## src/cpu_params.svh

```systemverilog
`ifndef CPU_PARAMS_SVH
`define CPU_PARAMS_SVH

// Datapath width
`define DATA_W 32

// Register address width
`define REG_W 5

`endif

```

## src/cpuPkg.sv

```systemverilog
package cpuPkg;

  typedef enum logic [2:0] {
    aluAdd  = 3'd0,
    aluSub  = 3'd1,
    aluAnd  = 3'd2,
    aluOr   = 3'd3,
    aluXor  = 3'd4,
    aluSlt  = 3'd5,  // Signed compare
    aluSltu = 3'd6   // Unsigned compare
  } aluOpT;

  typedef struct packed {
    logic n;
    logic z;
    logic c;
    logic v;
  } flagsT;

  // ARM condition field encoding
  typedef enum logic [3:0] {
    condEq = 4'h0,
    condNe = 4'h1,
    condCs = 4'h2,
    condCc = 4'h3,
    condMi = 4'h4,
    condPl = 4'h5,
    condVs = 4'h6,
    condVc = 4'h7,
    condHi = 4'h8,
    condLs = 4'h9,
    condGe = 4'ha,
    condLt = 4'hb,
    condGt = 4'hc,
    condLe = 4'hd,
    condAl = 4'he
  } condT;

  typedef enum logic [1:0] {
    fwdNone  = 2'b00,  // Register file value
    fwdFromW = 2'b01,
    fwdFromM = 2'b10
  } fwdSelT;

  typedef struct packed {
    logic       regWrite;
    logic       memWrite;
    logic       branch;
    logic       jump;       // RISC-V only
    logic       aluSrc;     // Immediate as operand B
    aluOpT      aluOp;
    logic       pcSrc;      // ARM write to PC
    logic [1:0] flagWrite;  // Bit 1 is NZ, bit 0 is CV
    condT       cond;
    logic [1:0] resultSrc;  // 0 ALU, 1 memory, 2 pcPlus4
  } ctrlT;

endpackage

```

## src/execIf.sv

```systemverilog
`include "cpu_params.svh"

interface execIf;
  import cpuPkg::*;

  ctrlT               ctrl;       // Write enables already gated
  logic [`DATA_W-1:0] aluResult;
  logic [`DATA_W-1:0] writeData;  // Store data, forwarded operand B
  logic [`REG_W-1:0]  rd;
  logic [`DATA_W-1:0] pcPlus4;

  modport src (
    output ctrl,
    output aluResult,
    output writeData,
    output rd,
    output pcPlus4
  );

  modport dst (
    input ctrl,
    input aluResult,
    input writeData,
    input rd,
    input pcPlus4
  );

endinterface

```

## src/alu.sv

```systemverilog
`include "cpu_params.svh"

module alu (
  input  logic [`DATA_W-1:0] a,
  input  logic [`DATA_W-1:0] b,
  input  cpuPkg::aluOpT      op,
  output logic [`DATA_W-1:0] result,
  output cpuPkg::flagsT      flags
);
  import cpuPkg::*;

  logic               isSub;
  logic               arith;
  logic [`DATA_W-1:0] bEff;
  logic [`DATA_W:0]   sum;
  logic               ovf;
  logic               signedLt;

  // Compares share the subtractor
  assign isSub = (op == aluSub) || (op == aluSlt) || (op == aluSltu);
  assign arith = (op == aluAdd) || (op == aluSub);
  assign bEff  = isSub ? ~b : b;
  assign sum   = {1'b0, a} + {1'b0, bEff} + (`DATA_W+1)'(isSub);

  assign ovf = (a[`DATA_W-1] == bEff[`DATA_W-1]) && (sum[`DATA_W-1] != a[`DATA_W-1]);
  assign signedLt = sum[`DATA_W-1] ^ ovf;

  always_comb begin
    case (op)
      aluAdd,
      aluSub:  result = sum[`DATA_W-1:0];
      aluAnd:  result = a & b;
      aluOr:   result = a | b;
      aluXor:  result = a ^ b;
      aluSlt:  result = {{(`DATA_W-1){1'b0}}, signedLt};
      aluSltu: result = {{(`DATA_W-1){1'b0}}, ~sum[`DATA_W]};  // Borrow out
      default: result = '0;
    endcase
  end

  always_comb begin
    flags.n = result[`DATA_W-1];
    flags.z = ~|result;
    flags.c = arith & sum[`DATA_W];  // ARM style, not-borrow on sub
    flags.v = arith & ovf;
  end

  // RISC-V beq relies on this through the zero flag
  aZeroOnEqual: assert final (op != aluSub || flags.z == (a == b))
    else $error("alu: sub zero flag disagrees with operand equality");

endmodule

```

## src/condLogic.sv

```systemverilog
module condLogic (
  input  logic          clk,
  input  logic          arstN,
  input  logic          arm,
  input  logic          flushE,
  input  cpuPkg::ctrlT  ctrl,
  input  cpuPkg::flagsT aluFlags,
  output logic          regWriteOk,
  output logic          memWriteOk,
  output logic          branchTaken
);
  import cpuPkg::*;

  flagsT flagsQ;      // Architectural NZCV
  logic  bubbleQ;     // Execute slot squashed at the last edge
  logic  condEx;
  logic  flagUpdate;

  always_comb begin
    case (ctrl.cond)
      condEq:  condEx = flagsQ.z;
      condNe:  condEx = ~flagsQ.z;
      condCs:  condEx = flagsQ.c;
      condCc:  condEx = ~flagsQ.c;
      condMi:  condEx = flagsQ.n;
      condPl:  condEx = ~flagsQ.n;
      condVs:  condEx = flagsQ.v;
      condVc:  condEx = ~flagsQ.v;
      condHi:  condEx = flagsQ.c & ~flagsQ.z;
      condLs:  condEx = ~flagsQ.c | flagsQ.z;
      condGe:  condEx = (flagsQ.n == flagsQ.v);
      condLt:  condEx = (flagsQ.n != flagsQ.v);
      condGt:  condEx = ~flagsQ.z & (flagsQ.n == flagsQ.v);
      condLe:  condEx = flagsQ.z | (flagsQ.n != flagsQ.v);
      default: condEx = 1'b1;  // AL and the unconditional space
    endcase
  end

  assign flagUpdate = arm & condEx & ~bubbleQ;

  always_ff @(posedge clk or negedge arstN) begin
    if (!arstN) begin
      flagsQ  <= '0;
      bubbleQ <= 1'b1;
    end else begin
      bubbleQ <= flushE;
      if (flagUpdate && ctrl.flagWrite[1]) begin
        flagsQ.n <= aluFlags.n;
        flagsQ.z <= aluFlags.z;
      end
      if (flagUpdate && ctrl.flagWrite[0]) begin
        flagsQ.c <= aluFlags.c;
        flagsQ.v <= aluFlags.v;
      end
    end
  end

  // RISC-V mode ignores the condition field
  assign regWriteOk  = arm ? (ctrl.regWrite & condEx) : ctrl.regWrite;
  assign memWriteOk  = arm ? (ctrl.memWrite & condEx) : ctrl.memWrite;
  assign branchTaken = flagUpdate & (ctrl.branch | ctrl.pcSrc);

endmodule

```

## src/hazardUnit.sv

```systemverilog
`include "cpu_params.svh"

module hazardUnit (
  input  logic [`REG_W-1:0] rs1E,
  input  logic [`REG_W-1:0] rs2E,
  input  logic [`REG_W-1:0] rdM,
  input  logic [`REG_W-1:0] rdW,
  input  logic              regWriteM,
  input  logic              regWriteW,
  input  logic              redirectE,
  output cpuPkg::fwdSelT    fwdA,
  output cpuPkg::fwdSelT    fwdB,
  output logic              flushE
);
  import cpuPkg::*;

  // Memory stage holds the younger result, so it wins
  function automatic fwdSelT selectSrc(input logic [`REG_W-1:0] rs,
                                       input logic [`REG_W-1:0] dstM,
                                       input logic              weM,
                                       input logic [`REG_W-1:0] dstW,
                                       input logic              weW);
    fwdSelT sel;
    sel = fwdNone;
    if (rs != '0 && rs == dstM && weM) begin
      sel = fwdFromM;
    end else if (rs != '0 && rs == dstW && weW) begin
      sel = fwdFromW;
    end
    return sel;
  endfunction

  always_comb begin
    fwdA = selectSrc(rs1E, rdM, regWriteM, rdW, regWriteW);
    fwdB = selectSrc(rs2E, rdM, regWriteM, rdW, regWriteW);
  end

  // Kill the wrong-path instruction now in decode
  assign flushE = redirectE;

endmodule

```

## src/stageE.sv

```systemverilog
`include "cpu_params.svh"

module stageE (
  input  logic               clk,
  input  logic               arstN,
  input  logic               arm,
  input  logic               flushE,
  input  logic [`DATA_W-1:0] rd1D,
  input  logic [`DATA_W-1:0] rd2D,
  input  logic [`DATA_W-1:0] immExtD,
  input  logic [`DATA_W-1:0] pcD,
  input  logic [`DATA_W-1:0] pcPlus4D,
  input  logic [`REG_W-1:0]  rs1D,
  input  logic [`REG_W-1:0]  rs2D,
  input  logic [`REG_W-1:0]  rdD,
  input  cpuPkg::ctrlT       ctrlD,
  input  cpuPkg::fwdSelT     fwdA,
  input  cpuPkg::fwdSelT     fwdB,
  input  logic [`DATA_W-1:0] aluResultM,
  input  logic [`DATA_W-1:0] resultW,
  output logic [`REG_W-1:0]  rs1E,
  output logic [`REG_W-1:0]  rs2E,
  output logic               redirectE,
  output logic [`DATA_W-1:0] pcTargetE,
  execIf.src                 ex
);
  import cpuPkg::*;

  ctrlT               ctrlE;
  logic [`REG_W-1:0]  rdE;
  logic [`DATA_W-1:0] rd1E;
  logic [`DATA_W-1:0] rd2E;
  logic [`DATA_W-1:0] immExtE;
  logic [`DATA_W-1:0] pcE;
  logic [`DATA_W-1:0] pcPlus4E;
  logic [`DATA_W-1:0] srcA;
  logic [`DATA_W-1:0] srcB;       // Forwarded rs2, also the store data
  logic [`DATA_W-1:0] aluB;
  logic [`DATA_W-1:0] aluResultE;
  flagsT              aluFlagsE;
  logic               regWriteOk;
  logic               memWriteOk;
  logic               branchTaken;

  function automatic logic [`DATA_W-1:0] pickOperand(input fwdSelT            sel,
                                                     input logic [`DATA_W-1:0] regVal,
                                                     input logic [`DATA_W-1:0] fromM,
                                                     input logic [`DATA_W-1:0] fromW);
    case (sel)
      fwdFromM: return fromM;
      fwdFromW: return fromW;
      default:  return regVal;
    endcase
  endfunction

  // Decode/execute register, a flush turns it into a bubble
  always_ff @(posedge clk or negedge arstN) begin
    if (!arstN) begin
      ctrlE <= '0;
      rs1E  <= '0;
      rs2E  <= '0;
      rdE   <= '0;
    end else if (flushE) begin
      ctrlE <= '0;
      rs1E  <= '0;
      rs2E  <= '0;
      rdE   <= '0;
    end else begin
      ctrlE <= ctrlD;
      rs1E  <= rs1D;
      rs2E  <= rs2D;
      rdE   <= rdD;
    end
  end

  always_ff @(posedge clk) begin
    rd1E     <= rd1D;
    rd2E     <= rd2D;
    immExtE  <= immExtD;
    pcE      <= pcD;
    pcPlus4E <= pcPlus4D;
  end

  always_comb begin
    srcA = pickOperand(fwdA, rd1E, aluResultM, resultW);
    srcB = pickOperand(fwdB, rd2E, aluResultM, resultW);
    aluB = ctrlE.aluSrc ? immExtE : srcB;
  end

  alu uAlu (
    .a      (srcA),
    .b      (aluB),
    .op     (ctrlE.aluOp),
    .result (aluResultE),
    .flags  (aluFlagsE)
  );

  condLogic uCondLogic (
    .clk         (clk),
    .arstN       (arstN),
    .arm         (arm),
    .flushE      (flushE),
    .ctrl        (ctrlE),
    .aluFlags    (aluFlagsE),
    .regWriteOk  (regWriteOk),
    .memWriteOk  (memWriteOk),
    .branchTaken (branchTaken)
  );

  // ARM computes its target in the ALU
  assign pcTargetE = arm ? aluResultE : pcE + immExtE;
  assign redirectE = arm ? branchTaken : (ctrlE.jump | (ctrlE.branch & aluFlagsE.z));

  always_comb begin
    ex.ctrl          = ctrlE;
    ex.ctrl.regWrite = regWriteOk;
    ex.ctrl.memWrite = memWriteOk;
  end

  assign ex.aluResult = aluResultE;
  assign ex.writeData = srcB;
  assign ex.rd        = rdE;
  assign ex.pcPlus4   = pcPlus4E;

  aFwdALegal: assert property (@(posedge clk) disable iff (!arstN) fwdA != 2'b11)
    else $error("stageE: hazard unit drove reserved forward select");

endmodule

```

## src/stageMW.sv

```systemverilog
`include "cpu_params.svh"

module stageMW (
  input  logic               clk,
  input  logic               arstN,
  execIf.dst                 ex,
  output logic               memWriteM,
  output logic [`DATA_W-1:0] aluResultM,
  output logic [`DATA_W-1:0] writeDataM,
  output logic [`REG_W-1:0]  rdM,
  output logic               regWriteM,
  output logic               regWriteW,
  output logic [`REG_W-1:0]  rdW,
  output logic [`DATA_W-1:0] resultW
);
  import cpuPkg::*;

  ctrlT               ctrlM;
  logic [`DATA_W-1:0] pcPlus4M;
  logic [1:0]         resultSrcW;
  logic [`DATA_W-1:0] aluResultW;
  logic [`DATA_W-1:0] pcPlus4W;

  always_ff @(posedge clk or negedge arstN) begin
    if (!arstN) begin
      ctrlM      <= '0;
      rdM        <= '0;
      regWriteW  <= 1'b0;
      rdW        <= '0;
      resultSrcW <= '0;
    end else begin
      ctrlM      <= ex.ctrl;
      rdM        <= ex.rd;
      regWriteW  <= ctrlM.regWrite;
      rdW        <= rdM;
      resultSrcW <= ctrlM.resultSrc;
    end
  end

  always_ff @(posedge clk) begin
    aluResultM <= ex.aluResult;
    writeDataM <= ex.writeData;
    pcPlus4M   <= ex.pcPlus4;
    aluResultW <= aluResultM;  // Also stands in for load data
    pcPlus4W   <= pcPlus4M;
  end

  assign memWriteM = ctrlM.memWrite;
  assign regWriteM = ctrlM.regWrite;

  // Link value for jumps
  assign resultW = (resultSrcW == 2'd2) ? pcPlus4W : aluResultW;

  aResultSrcLegal: assert property (@(posedge clk) disable iff (!arstN)
                                    regWriteW |-> resultSrcW != 2'd3)
    else $error("stageMW: writeback with reserved result source");

endmodule

```

## src/execCore.sv

```systemverilog
`include "cpu_params.svh"

module execCore (
  input  logic               clk,
  input  logic               arstN,
  input  logic               arm,
  input  logic [`DATA_W-1:0] rd1D,
  input  logic [`DATA_W-1:0] rd2D,
  input  logic [`DATA_W-1:0] immExtD,
  input  logic [`DATA_W-1:0] pcD,
  input  logic [`DATA_W-1:0] pcPlus4D,
  input  logic [`REG_W-1:0]  rs1D,
  input  logic [`REG_W-1:0]  rs2D,
  input  logic [`REG_W-1:0]  rdD,
  input  cpuPkg::ctrlT       ctrlD,
  output logic               redirectE,
  output logic [`DATA_W-1:0] pcTargetE,
  output logic               memWriteM,
  output logic [`DATA_W-1:0] aluResultM,
  output logic [`DATA_W-1:0] writeDataM,
  output logic               regWriteW,
  output logic [`REG_W-1:0]  rdW,
  output logic [`DATA_W-1:0] resultW
);
  import cpuPkg::*;

  fwdSelT            fwdA;
  fwdSelT            fwdB;
  logic              flushE;
  logic [`REG_W-1:0] rs1E;
  logic [`REG_W-1:0] rs2E;
  logic [`REG_W-1:0] rdM;
  logic              regWriteM;

  execIf exBus ();  // Execute to memory stage

  stageE uStageE (
    .clk        (clk),
    .arstN      (arstN),
    .arm        (arm),
    .flushE     (flushE),
    .rd1D       (rd1D),
    .rd2D       (rd2D),
    .immExtD    (immExtD),
    .pcD        (pcD),
    .pcPlus4D   (pcPlus4D),
    .rs1D       (rs1D),
    .rs2D       (rs2D),
    .rdD        (rdD),
    .ctrlD      (ctrlD),
    .fwdA       (fwdA),
    .fwdB       (fwdB),
    .aluResultM (aluResultM),
    .resultW    (resultW),
    .rs1E       (rs1E),
    .rs2E       (rs2E),
    .redirectE  (redirectE),
    .pcTargetE  (pcTargetE),
    .ex         (exBus.src)
  );

  stageMW uStageMW (
    .clk        (clk),
    .arstN      (arstN),
    .ex         (exBus.dst),
    .memWriteM  (memWriteM),
    .aluResultM (aluResultM),
    .writeDataM (writeDataM),
    .rdM        (rdM),
    .regWriteM  (regWriteM),
    .regWriteW  (regWriteW),
    .rdW        (rdW),
    .resultW    (resultW)
  );

  hazardUnit uHazardUnit (
    .rs1E      (rs1E),
    .rs2E      (rs2E),
    .rdM       (rdM),
    .rdW       (rdW),
    .regWriteM (regWriteM),
    .regWriteW (regWriteW),
    .redirectE (redirectE),
    .fwdA      (fwdA),
    .fwdB      (fwdB),
    .flushE    (flushE)
  );

endmodule

```

## config.mk

```make
export PLATFORM = sky130hd
export DESIGN_NAME = execCore
export DESIGN_NICKNAME = d
export VERILOG_FILES = /design/src/cpuPkg.sv /design/src/execIf.sv /design/src/alu.sv /design/src/condLogic.sv /design/src/hazardUnit.sv /design/src/stageE.sv /design/src/stageMW.sv /design/src/execCore.sv
export VERILOG_INCLUDE_DIRS = /design/src
export SDC_FILE = /design/constraint.sdc
export NUM_CORES = 1
export LEC_CHECK = 0
export ABC_AREA = 1
export BUFFER_PORTS_ARGS = -buffer_cell sky130_fd_sc_hd__buf_2
export CAP_MARGIN = 10
export CORE_MARGIN = 2
export CORE_UTILIZATION = 50
export CTS_CLUSTER_SIZE = 8
export DETAILED_ROUTE_END_ITERATION = 16
export PLACE_DENSITY = 0.73
export RECOVER_POWER = 100
export SYNTH_ARGS = -nofsm -noshare
export SYNTH_HDL_FRONTEND = slang
export SYNTH_SLANG_ARGS = --single-unit
export TNS_END_PERCENT = 30
```

## constraint.sdc

```tcl
create_clock -name clk -period 8.94 [get_ports clk]
set_input_delay 2.235 -clock clk [delete_from_list [all_inputs] [get_ports clk]]
set_output_delay 2.235 -clock clk [all_outputs]
set_load 0.01 [all_outputs]
```

==> out/qor.csv <==
metric;value;unit
status;finished with violations;
violations;capacitance limit, slew limit;
slew_headroom;-87.1;%
total_power;5930;uW
seq_area;7760;um^2
stdcell_count;2879;
portBuffers;330;
hold_violations;0;
firstDrtPassIters;6;
finClkSkew;31.5;ps
final_area;20500;um^2
yosysTopAreaCellShare;37.2;%
regToRegStartpoint;uStageMW.rdM[2];
synth.cell_area;17200;um^2
post-route-min-period;8480;ps
placed_area;19400;um^2
finalCritPeriodShare;94.9;%
hp-class;reg -> reg;
drt_iter0_markers;877;
yosys.cell_types.count;59;
ctsLongestPathBuffers;3;
setup_viol;0;
clk_pin_slew_worst_paths;50;ps
synth_common_cells;nand2_1 (377), inv_1 (352), dfxtp_1 (320);
ff2ff_setup_slack;1830;ps
ys_warn_count;0;
worst_pin_slew;2810;ps
synth_most_common_cell;nand2_1;
fillCellCount;3046;
area_growth;19.0;%
grt_antenna_before_repair;2;
async_flop_share;14.4;%
final_antenna_net_count;0;
coreArea;33700;um^2
critPathMaxStageDelay;800;ps
clockRootBuffer;clkbuf_16;
holdCritStartpoint;uStageMW.pcPlus4M[7];
wl_per_cell;18.9;um
remaining_drc_errors;0;
grt_max_degree;61;
synth-seq-area-share;45.0;%
r2r_cells;30;
holdWs;316;ps
grt-ovfl-total;0;
rsz0062_at_grt;no;
initial_core_util;51.1;%
grt_pass1_wl;83.4;mm
powerDensity;289;nW/um^2
fp.dieH;190;um
yosys-top-cells-area;dfxtp_1 (37%), ha_1 (9.1%), nand2_1 (8.2%);
insertion_delay;590;ps
post-place-cells;2813;
drive_above_1_share;14.4;%
timing.critical_path.mode_cell;nand2_1;
timing.critical_path.buf_inv;4;
hold_buffers;0;
path_max_fanout;31;
dieArea;36000;um^2
multi_input_area;7780;um^2
ys_seq_elements;374;
num_io_pins;331;
cts_resized;0;
cap_violations;3;
htreeDepth;2;
cp_top_family;simple AND/OR/NAND/NOR gates;
wl;54.4;mm
track_usage;30.2;%
cp.arrival;6250;ps
crit_slowest_cell;a221oi_1;
cts_setup_buffers;0;
required;6710;ps
cts_sinks;374;
max-vdd-ir-drop;0.000202;V
slew_violations;135;
fin_nets;2742;
rows;67;
avgSynthCellArea;8.33;um^2
place.gp.congestion;0.973;
via_count;14900;
synth-main-ff-cell;dfxtp_1;
fp.dieW;190;um
max_freq;0.118;GHz
syn_inst;2068;
min_path_cells;0;
vias_per_cell;5.17;
cts_made_buffers;52;
syn_nets;2391;
first_global_vias;15100;
cts_tree;yes;
worstSetupStartpointType;flip-flop;
whs_endpoint;uStageMW.pcPlus4W[7];
endpoint_kind;output pin;
fin_tns_setup;0;ps
rr_endpoint;uStageE.ex.ctrl[10];
yosys.area.top_type;dfxtp_1;
leakagePower;0.0105;uW
path_class;reg -> out;
synth-edff-count;0;
hpwl;42.3;mm
report_power, final:
group,internal [uW],switching (uW)
registers,1930,150
clock network,1050,663
logic,663,1470
total,3650,2290
cell type report:
type,instances,area share (%)
clock buffers,65,6.74
repair buffers,349,7.92
inverters,369,6.78
well taps,448,2.73
diodes,1,0.0122
multi-input cells,1273,38.0
flip-flops and latches,374,37.9
logic make-up after synthesis:
| kind of cell | share of synthesized area [%] |
|---|---|
| AO/OA/AOI/OAI | 12.3 |
| XOR/XNOR | 2.54 |
| adder cells (fa/ha/maj) | 9.38 |
| buffers and inverters | 9.50 |
| flip-flops | 45.0 |
| multiplexers | 1.81 |
| AND/OR/NAND/NOR | 19.4 |
sequential cells by signal, summed over array words and instances (netlist names), 4 cells and up:
register                   count
uStageMW.aluResultW           32
uStageE.uCondLogic.flagsQ      4
uStageE.rd1E                  32
uStageMW.rdM                   5
uStageE.ex.ctrl               15
uStageE.rs2E                   5
uStageMW.rdW                   5
uStageE.ex.rd                  5
uStageMW.aluResultM           32
uStageE.pcE                   32
uStageE.rs1E                   5
uStageE.immExtE               32
uStageE.ex.pcPlus4            32
uStageMW.pcPlus4W             32
uStageE.rd2E                  32
uStageMW.writeDataM           32
uStageMW.pcPlus4M             32
worst max-delay path by stage:
| stage | slack, ps | end | cells after the start | startpoint |
|---|---|---|---|---|
| 5_1_grt | 20 | redirectE | 38 | uStageMW.rdW[4] |
| 3_5_place_dp | 970 | redirectE | 30 | uStageMW.rdM[2] |
| 2_1_floorplan | 2380 | redirectE | 32 | uStageMW.rdM[2] |
| 4_1_cts | 360 | redirectE | 30 | uStageMW.rdM[2] |
| 6_report | 460 | redirectE | 29 | uStageMW.rdM[2] |
| 3_3_place_gp | 970 | redirectE | 30 | uStageMW.rdM[2] |
cell usage in the layout, fill, tap and decap left out, types with 4 or more instances in the layout:
| cell type | n |
|---|---|
| nor2_1 | 164 |
| nand3_2 | 7 |
| dfxtp_1 | 320 |
| nand2_2 | 7 |
| buf_4 | 15 |
| o21a_1 | 5 |
| o21ai_0 | 107 |
| a21boi_1 | 5 |
| a31oi_1 | 9 |
| nor2_4 | 27 |
| o211ai_1 | 38 |
| a221oi_1 | 49 |
| clkinv_1 | 4 |
| clkbuf_16 | 53 |
| ha_1 | 126 |
| nand2_4 | 6 |
| or2_2 | 8 |
| nand4_1 | 15 |
| mux2i_1 | 30 |
| nand3_1 | 62 |
| nor3_1 | 18 |
| dfrtp_1 | 53 |
| xor2_1 | 41 |
| buf_2 | 191 |
| inv_1 | 350 |
| o21ai_1 | 8 |
| nor2_2 | 8 |
| a21oi_1 | 95 |
| nand2_1 | 381 |
| xnor2_1 | 9 |
| nand3b_1 | 9 |
| clkbuf_1 | 151 |
| inv_2 | 14 |
metrics by stage:
stage | util, % | setup slack, ps
2_1_floorplan | - | 2380
3_3_place_gp | 57.4 | 972
3_5_place_dp | 57.4 | 973
4_1_cts | 61.5 | 359
5_1_grt | 60.8 | 15.8
6_report | 60.8 | 455
metal layers:
layer	wire [um]	part of all wire (%)	track usage (%)	vias to the layer above
met3	3940	7.2	5.96	83
met4	1070	2.0	7.69	0
met2	25000	46	49.8	581
li1	-	-	-	7330
met1	24300	45	40.9	6884
met5	0	0	0	-
(Power assumes the default switching activity.)
